<file path="src/video_pkg.sv">
/*
 * video pattern package
 * raster geometry, colours and I2S framing constants
 * with the vector types shared by the pattern generator
 */
package video_pkg;

    ////////////////////
    // vector types
    ////////////////////

    // raster counter or visible coordinate
    typedef logic [9:0] coord_t;

    // one pixel, red in the top byte
    typedef logic [23:0] rgb_t;

    // bit clock count inside one I2S channel
    typedef logic [4:0] lrck_cnt_t;

    ////////////////////
    // raster geometry
    ////////////////////

    // line length, visible width and left border in pixel clocks
    localparam int h_total = 400;
    localparam int h_active = 320;
    localparam int h_bporch = 10;

    // frame height, visible height and top border in lines
    localparam int v_total = 512;
    localparam int v_active = 240;
    localparam int v_bporch = 10;

    // hs position on the line
    // kept off x = 0 so hs never lands on the vs cycle
    localparam int hs_x = 3;

    ////////////////////
    // picture content
    ////////////////////

    // square edge in pixels
    localparam int square_size = 10;

    // per channel background level
    localparam logic [7:0] grey_level = 8'd60;

    // bit clocks per I2S channel
    localparam int lrck_half_bits = 32;

endpackage

</file>
<file path="src/raster_if.sv">
/*
 * raster bus
 * carries the current raster position and its decoded
 * window flags from the timing block to its consumers
 */
`timescale 1ns/1ps

interface raster_if;

    // raw counters
    video_pkg::coord_t x;
    video_pkg::coord_t y;

    // high for the single clock at x = 0, y = 0
    logic frame_start;

    // inside the visible window
    logic in_active;

    // counters minus the borders
    // only meaningful while in_active is high
    video_pkg::coord_t vis_x;
    video_pkg::coord_t vis_y;

    modport source (output x, y, frame_start, in_active, vis_x, vis_y);
    modport sink (input x, y, frame_start, in_active, vis_x, vis_y);

endinterface

</file>
<file path="src/video_timing.sv">
/*
 * video timing
 * free running horizontal and vertical counters with
 * frame start, active window and visible coordinate decode
 */
`timescale 1ns/1ps

module video_timing (
    input logic audgen_mclk,
    input logic reset_n,
    raster_if.source raster
);

    video_pkg::coord_t x_cnt;
    video_pkg::coord_t y_cnt;
    logic x_wrap;
    logic y_wrap;
    logic h_act;
    logic v_act;

    ////////////////////
    // counters
    ////////////////////

    assign x_wrap = (x_cnt == video_pkg::coord_t'(video_pkg::h_total - 1));
    assign y_wrap = (y_cnt == video_pkg::coord_t'(video_pkg::v_total - 1));

    always_ff @(posedge audgen_mclk or negedge reset_n) begin
        if (!reset_n) begin
            x_cnt <= '0;
            y_cnt <= '0;
        end else begin
            // x steps every clock
            if (x_wrap) begin
                x_cnt <= '0;
                // y steps once per line
                if (y_wrap) begin
                    y_cnt <= '0;
                end else begin
                    y_cnt <= y_cnt + 1'b1;
                end
            end else begin
                x_cnt <= x_cnt + 1'b1;
            end
        end
    end

    ////////////////////
    // window decode
    ////////////////////

    assign h_act = (x_cnt >= video_pkg::coord_t'(video_pkg::h_bporch)) &&
        (x_cnt < video_pkg::coord_t'(video_pkg::h_bporch + video_pkg::h_active));
    assign v_act = (y_cnt >= video_pkg::coord_t'(video_pkg::v_bporch)) &&
        (y_cnt < video_pkg::coord_t'(video_pkg::v_bporch + video_pkg::v_active));

    assign raster.x = x_cnt;
    assign raster.y = y_cnt;
    assign raster.frame_start = (x_cnt == '0) && (y_cnt == '0);
    assign raster.in_active = h_act && v_act;

    // wraps outside the window, gated by in_active downstream
    assign raster.vis_x = video_pkg::coord_t'(x_cnt - video_pkg::coord_t'(video_pkg::h_bporch));
    assign raster.vis_y = video_pkg::coord_t'(y_cnt - video_pkg::coord_t'(video_pkg::v_bporch));

endmodule

</file>
<file path="src/square_mover.sv">
/*
 * square mover
 * steps the square one pixel per axis each frame and
 * reverses an axis when it reaches 0 or the window limit
 */
`timescale 1ns/1ps

module square_mover #(
    parameter video_pkg::coord_t start_x = 10'd135,
    parameter video_pkg::coord_t start_y = 10'd95
) (
    input logic audgen_mclk,
    input logic reset_n,
    raster_if.sink raster,
    output video_pkg::coord_t square_x,
    output video_pkg::coord_t square_y
);

    // direction bits, high while moving toward 0
    logic dec_x;
    logic dec_y;

    video_pkg::coord_t next_x;
    video_pkg::coord_t next_y;
    logic bounce_x;
    logic bounce_y;

    ////////////////////
    // next position
    ////////////////////

    assign next_x = dec_x ? square_x - 1'b1 : square_x + 1'b1;
    assign next_y = dec_y ? square_y - 1'b1 : square_y + 1'b1;

    // reverse once the new position touches an edge
    // far edge is the last top left position that keeps the square inside
    assign bounce_x = (next_x == '0) ||
        (next_x == video_pkg::coord_t'(video_pkg::h_active - video_pkg::square_size));
    assign bounce_y = (next_y == '0) ||
        (next_y == video_pkg::coord_t'(video_pkg::v_active - video_pkg::square_size));

    ////////////////////
    // frame update
    ////////////////////

    always_ff @(posedge audgen_mclk or negedge reset_n) begin
        if (!reset_n) begin
            square_x <= start_x;
            square_y <= start_y;
            // both axes start at +1
            dec_x <= 1'b0;
            dec_y <= 1'b0;
        end else if (raster.frame_start) begin
            // update at (0,0) so each visible frame sees one position
            square_x <= next_x;
            square_y <= next_y;
            if (bounce_x) begin
                dec_x <= ~dec_x;
            end
            if (bounce_y) begin
                dec_y <= ~dec_y;
            end
        end
    end

endmodule

</file>
<file path="src/pixel_shader.sv">
/*
 * pixel shader
 * registered syncs, data enable and colour for each raster
 * position, grey field with a black square in the window
 */
`timescale 1ns/1ps

module pixel_shader (
    input logic audgen_mclk,
    input logic reset_n,
    raster_if.sink raster,
    input video_pkg::coord_t square_x,
    input video_pkg::coord_t square_y,
    output video_pkg::rgb_t video_rgb,
    output logic video_de,
    output logic video_vs,
    output logic video_hs
);

    video_pkg::coord_t square_x_end;
    video_pkg::coord_t square_y_end;
    logic in_square;

    ////////////////////
    // square hit test
    ////////////////////

    // exclusive right and bottom edges
    assign square_x_end = square_x + video_pkg::coord_t'(video_pkg::square_size);
    assign square_y_end = square_y + video_pkg::coord_t'(video_pkg::square_size);

    assign in_square = (raster.vis_x >= square_x) && (raster.vis_x < square_x_end) &&
        (raster.vis_y >= square_y) && (raster.vis_y < square_y_end);

    ////////////////////
    // output registers
    ////////////////////

    always_ff @(posedge audgen_mclk or negedge reset_n) begin
        if (!reset_n) begin
            video_rgb <= '0;
            video_de <= 1'b0;
            video_vs <= 1'b0;
            video_hs <= 1'b0;
        end else begin
            // one clock pulses
            video_vs <= raster.frame_start;
            video_hs <= (raster.x == video_pkg::coord_t'(video_pkg::hs_x));
            video_de <= raster.in_active;
            // borders are black
            if (!raster.in_active || in_square) begin
                video_rgb <= '0;
            end else begin
                video_rgb <= video_pkg::rgb_t'({3{video_pkg::grey_level}});
            end
        end
    end

endmodule

</file>
<file path="src/i2s_lrck_gen.sv">
/*
 * I2S frame clock
 * divides mclk by four for sclk and toggles lrck
 * every 32 bit clocks, all on the mclk domain
 */
`timescale 1ns/1ps

module i2s_lrck_gen (
    input logic audgen_mclk,
    input logic reset_n,
    output logic audio_sclk,
    output logic audio_lrck
);

    logic [1:0] mclk_div;
    video_pkg::lrck_cnt_t bit_cnt;
    logic sclk_fall;

    // sclk is the divider msb
    assign audio_sclk = mclk_div[1];

    // divider at 3 means sclk falls on this edge
    assign sclk_fall = (mclk_div == 2'd3);

    always_ff @(posedge audgen_mclk or negedge reset_n) begin
        if (!reset_n) begin
            mclk_div <= '0;
            bit_cnt <= '0;
            audio_lrck <= 1'b0;
        end else begin
            mclk_div <= mclk_div + 1'b1;
            if (sclk_fall) begin
                bit_cnt <= bit_cnt + 1'b1;
                // swap channel after the last bit
                if (bit_cnt == video_pkg::lrck_cnt_t'(video_pkg::lrck_half_bits - 1)) begin
                    audio_lrck <= ~audio_lrck;
                end
            end
        end
    end

endmodule

</file>
<file path="src/pattern_top.sv">
/*
 * pattern top
 * test pattern video with a bouncing square and the
 * I2S frame clock, all running on the audio master clock
 */
`timescale 1ns/1ps

module pattern_top #(
    parameter video_pkg::coord_t start_x = 10'd135,
    parameter video_pkg::coord_t start_y = 10'd95
) (
    input logic audgen_mclk,
    input logic reset_n,
    output video_pkg::rgb_t video_rgb,
    output logic video_de,
    output logic video_vs,
    output logic video_hs,
    output logic audio_sclk,
    output logic audio_lrck
);

    ////////////////////
    // video path
    ////////////////////

    raster_if raster_bus ();

    video_pkg::coord_t square_x;
    video_pkg::coord_t square_y;

    video_timing timing_i (
        .audgen_mclk (audgen_mclk),
        .reset_n (reset_n),
        .raster (raster_bus.source)
    );

    // position steps at frame start
    square_mover #(
        .start_x (start_x),
        .start_y (start_y)
    ) mover_i (
        .audgen_mclk (audgen_mclk),
        .reset_n (reset_n),
        .raster (raster_bus.sink),
        .square_x (square_x),
        .square_y (square_y)
    );

    pixel_shader shader_i (
        .audgen_mclk (audgen_mclk),
        .reset_n (reset_n),
        .raster (raster_bus.sink),
        .square_x (square_x),
        .square_y (square_y),
        .video_rgb (video_rgb),
        .video_de (video_de),
        .video_vs (video_vs),
        .video_hs (video_hs)
    );

    ////////////////////
    // audio framing
    ////////////////////

    i2s_lrck_gen i2s_i (
        .audgen_mclk (audgen_mclk),
        .reset_n (reset_n),
        .audio_sclk (audio_sclk),
        .audio_lrck (audio_lrck)
    );

endmodule

</file>
<file path="config.mk">
export PLATFORM = sky130hd
export DESIGN_NAME = pattern_top
export DESIGN_NICKNAME = d
export VERILOG_FILES = /design/src/video_pkg.sv /design/src/raster_if.sv /design/src/video_timing.sv /design/src/square_mover.sv /design/src/pixel_shader.sv /design/src/i2s_lrck_gen.sv /design/src/pattern_top.sv
export SDC_FILE = /design/constraint.sdc
export NUM_CORES = 1
export LEC_CHECK = 0
export ABC_AREA = 1
export BUFFER_PORTS_ARGS = -buffer_cell sky130_fd_sc_hd__buf_2
export CAP_MARGIN = 20
export CORE_ASPECT_RATIO = 2
export CORE_UTILIZATION = 60
export CTS_CLUSTER_DIAMETER = 30
export CTS_CLUSTER_SIZE = 30
export DETAILED_ROUTE_END_ITERATION = 10
export HOLD_SLACK_MARGIN = 0.08
export PLACE_DENSITY_LB_ADDON = 0.1
export SYNTH_ARGS = -nofsm -noshare
export SYNTH_HDL_FRONTEND = slang
export SYNTH_SLANG_ARGS = --single-unit
</file>
<file path="constraint.sdc">
create_clock -name audgen_mclk -period 2.95 [get_ports audgen_mclk]
set_input_delay 0.4425 -clock audgen_mclk [delete_from_list [all_inputs] [get_ports audgen_mclk]]
set_output_delay 0.4425 -clock audgen_mclk [all_outputs]
set_load 0.005 [all_outputs]
</file>
# --- Word-level counts from Yosys, hierarchy flattened ---
# Index checks and enable logic that the tools add are counted.
op_classes:
  addsub: 12
  eq_ne: 7
  order_cmp: 8
  muxes: 5
  n_reduce_logical: 18
  bitwise: 3
op_table:
  columns: ["operator", "n"]
  rows:
  - ["10-bit by 1-bit adder with 10-bit output, second input constant", 4]
  - ["10-bit logical NOT", 4]
  - ["10-bit 2-to-1 mux", 4]
  - ["10-bit by 9-bit equality test with 1-bit output, second input constant", 3]
  - ["22-bit 2-to-1 mux", 1]
  - ["10-bit by 4-bit adder with 10-bit output, second input constant", 2]
  - ["10-bit >= comparator", 2]
  - ["10-bit by 4-bit >= comparator with 1-bit output, second input constant", 2]
  - ["10-bit < comparator", 2]
  - ["10-bit by 1-bit subtractor with 10-bit output, second input constant", 2]
  - ["10-bit by 4-bit subtractor with 10-bit output, second input constant", 2]
  - ["10-bit by 2-bit equality test with 1-bit output, second input constant", 1]
  - ["10-bit by 8-bit equality test with 1-bit output, second input constant", 1]
  - ["10-bit by 8-bit < comparator with 1-bit output, second input constant", 1]
  - ["10-bit by 9-bit < comparator with 1-bit output, second input constant", 1]
  - ["1-bit logical AND", 7]
  - ["2-bit AND reduction", 3]
  - ["5-bit by 1-bit adder with 5-bit output, second input constant", 1]
  - ["5-bit equality test, second input constant", 1]
  - ["1-bit logical OR", 3]
  - ["1-bit inverter", 3]
  - ["2-bit by 1-bit adder with 2-bit output, second input constant", 1]
  - ["2-bit equality test, second input constant", 1]
  - ["1-bit logical NOT", 1]
totals:
  reg_bits: 77
  inputBits: 2
  elab_cells: 66
  output_inout_bits: 29

# --- Depth between registers and ports, before layout ---
logic_depth:
  word_depth: 7
  ltp_mapped: 15
  ltp_nobuf: 15

# --- Modules after synthesis ---
# Synthesis repeated with hierarchy kept, for this count alone.
unflattened:
  hier_cells: 830
  hier_area_um2: 5753.0
by_module_without_submodules:
  columns: ["mod", "cells_per_inst", "instances", "area_per_inst_um2", "seq_area_each_um2"]
  rows:
  - ["square_mover", 312, 1, 2068.2, 563.0]
  - ["video_timing", 251, 1, 1762.9, 500.5]
  - ["pixel_shader", 234, 1, 1560.2, 100.1]
  - ["i2s_lrck_gen", 33, 1, 361.6, 200.2]

# --- Least setup slack after synthesis ---
# No wires, ideal clock.
synth_timing:
  path_type: "register to register"
  from: "reg timing_i.y_cnt[1], in the netlist timing_i.raster.y[1]"
  to: "reg shader_i.video_rgb[20]"
  t_arrival_ns: 2.134
  synth_period_minus_slack_ns: 2.249
  setup_ns: 0.116
  path_slack_ns: 0.701
  stages_incl_launch_ff: 14
  path_buffers: 0
  t_required_ns: 2.834
  cell_sequence: "dfrtp_1 > inv_1 > ha_1 > o21ai_0 > nor4_1 > xor2_1 > ha_1 > nand2_1 > nor2_1 > o211ai_1 > o2111ai_1 > nand3_1 > nor2_1 > nor2_1"
synth_between:
  elab_chain_len: 6
  elab_cells_between_ends: 12
  classes_between: "1 x add/sub; 4 x order compare; 1 x mux; 6 x reduce/logical"
synth_rtl:
  columns: ["item", "line_no", "source"]
  rows:
  - ["start, declared", "video_timing.sv:15", "video_pkg::coord_t y_cnt;"]
  - ["start signal, assigned", "video_timing.sv:40", "y_cnt <= y_cnt + 1'b1;"]
  - ["10-bit by 4-bit subtractor with 10-bit output (tied with other cells)", "video_timing.sv:64", "assign raster.vis_y = video_pkg::coord_t'(y_cnt - video_pkg::coord_t'(video_pkg::v_bporch));"]
  - ["10-bit >= comparator or 1-bit logical AND (tied branches)", "pixel_shader.sv:33, video_timing.sv:54", null]
  - ["1-bit logical AND, on equally long branches", "pixel_shader.sv:32, video_timing.sv:60", null]
  - ["1-bit logical AND or 1-bit logical NOT (tied branches)", "pixel_shader.sv:33, pixel_shader.sv:51", null]
  - ["1-bit logical OR (*)", "pixel_shader.sv:51", "if (!raster.in_active || in_square) begin"]
  - ["22-bit 2-to-1 mux (*)", "pixel_shader.sv:51", null]
  - ["end signal, assigned", "pixel_shader.sv:54", "video_rgb <= video_pkg::rgb_t'({3{video_pkg::grey_level}});"]
  - ["end, declared", "pixel_shader.sv:14", "output video_pkg::rgb_t video_rgb,"]
# Every way passes the cells marked *; elsewhere a longest branch is shown, timed or not.
# A chain may end at the register's enable or synchronous reset.

# --- Worst setup path after layout ---
# Same ends and word-level chain as after synthesis.

==> metrics.txt <==
reg2reg path depth 13; Slowest-stage cell, CP dfrtp_1; Fin Hold WS 0.0905 ns; vias in the first global route 4578; layout cells sized above 1 7.90%; WL final 11500 um; global route total overflow 0; Final Total Pwr 1.43 mW; max frequency 372 MHz; dpl hpwl 9450 um; die area 9130 um2; CTS sink cnt between 50 and 60; Final Hold Fails 0; Initial Utilization 62.7%; Port Buf Inserts 18; fillers 777; CP most frequent cell nor2_1; largest net degree at the start of global routing 50; clock share of power 46.5%; antenna violations before repair 0; drt drc 0; # Post-CTS Setup Buffers 0; Critical Path RT around 3.1 ns; top-area cell type share of the netlist area 21.0%; Hold Crit Class input pin to async pin; Net Switching about 0.29 mW; Critical Path End shader_i.video_rgb[20]$_DFF_PN0_; # nets final slightly above 800; Worst Path Max Fanout 6; Post-Layout Cell Count 832; CTS Buf Count 5; crit path cell chain inv_1 > ha_1 > o21ai_0 > nor4_1 > xor2_1 > ha_1 > nand2_1 > nor2_1 > o211ai_1 > o2111ai_1 > nand3_1 > nor2_1 > nor2_1; sequential share of the synthesized area a little over a quarter; Worst Path Buf+Inv 1; routed vias/inst 5.36; sw frac 20.0%; synth top area cells dfrtp_1 21%, ha_1 17%, nand2_1 13%; R2R Setup Slk 0.26 ns; critical path depth 13; Max Slew Vio Count 0; Core ar. 8350 um2; Avg WL per Cell 13.8 um; Yosys cell types 47; GP Congestion 0.926; 1st-iter DRT viols between 200 and 250; Horiz. Die Dim a little under 70 um; Hold Buf Count CTS 0; P_leak 2.90 nW; Ys Warns 0; status finished, final reports clean; CTS tree done; crit end category flip-flop; RR Endpoint shader_i.video_rgb[20]$_DFF_PN0_; Startpoint Class flip-flop; Core Util, Final 65.9%; total I/O pin count 31; Worst EP arrival 2.88 ns; Setup CP Type flip-flop to flip-flop; Final Cycle Share 91.1%; global-route wire length before repair 19500 um; cell family with most CP delay simple AND/OR/NAND/NOR gates; via count 4461; Critical R2R Launch timing_i.raster.y[1]$_DFFE_PN0N_; # rows 47; flops & latches, synth 54; CP Launch Point timing_i.raster.y[1]$_DFFE_PN0N_; RSZ-0062 raised after global routing false; Reg power frac 51.9%; # diodes 0; Max Cap Violations 0; Global Route Usage Sum 27.9%; Worst Skew 0.00323 ns; final setup TNS 0 ns; Die Span Y 134 um; post_cts resized 0; Gate power share approximately 1.7%; remaining antenna violation count 0; minimum clock period 2.69 ns; Yosys top cell by area dfrtp_1; first drt pass iteration count 4; Syn-to-layout area delta 5.09%; Int Pwr between 1 and 1.5 mW; setup violators final 0; clock buffer depth 2; VDD IR-drop max 0.448 mV; Worst-path clk slew about 0.070 ns; slowest stage delay, CP about 0.42 ns; Cell Area, Synth 5240 um2; Syn Area/Cell about 7.3 um2; Power per Cell Area 260 nW/um2; CTS H-tree lvls 2; Worst-Skew Late Latency ~0.29 ns; cell count after synthesis 720; clock root buffer master clkbuf_16; placed cells a little over 800
-- synth_stat cells (all sizes together) --
cell type / number
nand2: 176
inv: 108
ha: 73
nor2: 71
dfrtp: 44
nand3: 40
o21ai: 35
xor2: 34
a21oi: 29
buf: 27
nand4: 16
nor3: 15
dfstp: 10
xnor2: 6
o211ai: 5
nor4: 4
and2: 3
o21a: 3
a21o: 2
fa: 2
nand3b: 2
nor3b: 2
o2111ai: 2
a211oi: 1
a21boi: 1
a31oi: 1
a41oi: 1
and3: 1
clkbuf: 1
conb: 1
o21bai: 1
o31ai: 1
o41ai: 1
or2: 1
-- sequential cells by signal, summed over array words and instances (netlist names) --
signal              cells
timing_i.raster.x      10
mover_i.dec_y           1
i2s_i.bit_cnt           5
i2s_i.mclk_div          2
shader_i.video_de       1
shader_i.video_rgb      1
i2s_i.audio_lrck        1
mover_i.square_y       10
shader_i.video_hs       1
shader_i.video_vs       1
mover_i.dec_x           1
timing_i.raster.y      10
mover_i.square_x       10
-- worst register-to-register path, stage by stage (launching register included) --
cell	delay (ns)
dfrtp_1	0.42
inv_1	0.18
ha_1	0.21
o21ai_0	0.18
nor4_1	0.34
xor2_1	0.17
ha_1	0.33
nand2_1	0.09
nor2_1	0.16
o211ai_1	0.12
o2111ai_1	0.11
nand3_1	0.13
nor2_1	0.11
nor2_1	0.05
-- metrics by stage --
| step | setup slack (ns) | area [um2] |
|---|---|---|
| global route | 0.0420 | 5500 |
| floorplan | 0.701 | 5280 |
| detailed placement | 0.290 | 5320 |
| finish | 0.261 | 5500 |
| CTS | 0.248 | 5480 |
| global placement | 0.316 | 5320 |
-- cell usage in the layout, fill, tap and decap left out, drive strengths merged, types with 2 or more instances in the layout --
cell type    n
xor2        34
dfrtp       44
buf         23
a21o         2
nor3        15
conb        12
o2111ai      2
o21ai       35
o21a         3
a21oi       29
ha          73
clkbuf       5
o211ai       5
nand3b       2
and2         3
nor2        71
nand2      176
fa           2
clkinv       2
nand4       16
nor3b        2
dfstp       10
nand3       40
nor4         4
xnor2        6
inv        108
-- power groups by stage --
stage	Combinational, mW	Sequential [mW]	Clock (mW)
final	0.0236	0.741	0.664
after global routing	0.0285	0.740	0.700
after CTS	0.0207	0.740	0.679
after detailed placement	0.0210	0.754	0
after global placement	0.0206	0.754	0
after floorplan	0.0149	0.755	0
-- layer usage --
| layer | share of wire (%) | global-route usage (%) | wire, um | vias to the layer above |
|---|---|---|---|---|
| met5 | 0 | 0 | 0 | - |
| met4 | 2.6 | 10.5 | 303 | 0 |
| met3 | 1.6 | 2.64 | 179 | 23 |
| met2 | 57 | 53.5 | 6520 | 57 |
| met1 | 39 | 29.1 | 4460 | 2058 |
| li1 | - | - | - | 2323 |
-- how the worst min path moves through the flow --
| stage | cells after the start | slack, ns | end | start |
|---|---|---|---|---|
| 6_report | 1 | 0.09 | timing_i.raster.y[5]$_DFFE_PN0N_ | reset_n |
| 3_5_place_dp | 1 | 0.43 | i2s_i.mclk_div[0]$_DFF_PN0_ | i2s_i.mclk_div[0]$_DFF_PN0_ |
| 5_1_grt | 1 | 0.12 | timing_i.raster.y[5]$_DFFE_PN0N_ | reset_n |
| 3_3_place_gp | 1 | 0.42 | i2s_i.mclk_div[0]$_DFF_PN0_ | i2s_i.mclk_div[0]$_DFF_PN0_ |
| 4_1_cts | 1 | 0.38 | timing_i.raster.y[5]$_DFFE_PN0N_ | reset_n |
| 2_1_floorplan | 0 | 0.15 | i2s_i.audio_lrck$_DFFE_PN0P_ | reset_n |
-- kinds of logic (layout without fill, tap and decap cells) --
family                   after synthesis  in the layout  synth area share (%)
AND/OR/NAND/NOR                      331            331                  28.5
XOR/XNOR                              40             40                  6.69
flip-flops                            54             54                  26.0
AO/OA/AOI/OAI                         83             83                  8.91
adder cells (fa/ha/maj)               75             75                  18.2
other                                  1             12                0.0716
buffers and inverters                136            139                  11.6
-- cell type report --
type | count | area [um2] | share of cell area (%)
inverter | 108 | 405 | 7.37
sequential | 54 | 1360 | 24.8
clock inverter | 3 | 40.0 | 0.728
tap | 98 | 123 | 2.23
clock buffer | 5 | 125 | 2.27
multi-input combinational | 541 | 3310 | 60.1
timing repair buffer | 23 | 140 | 2.55
Power figures use the tool's default switching activity.
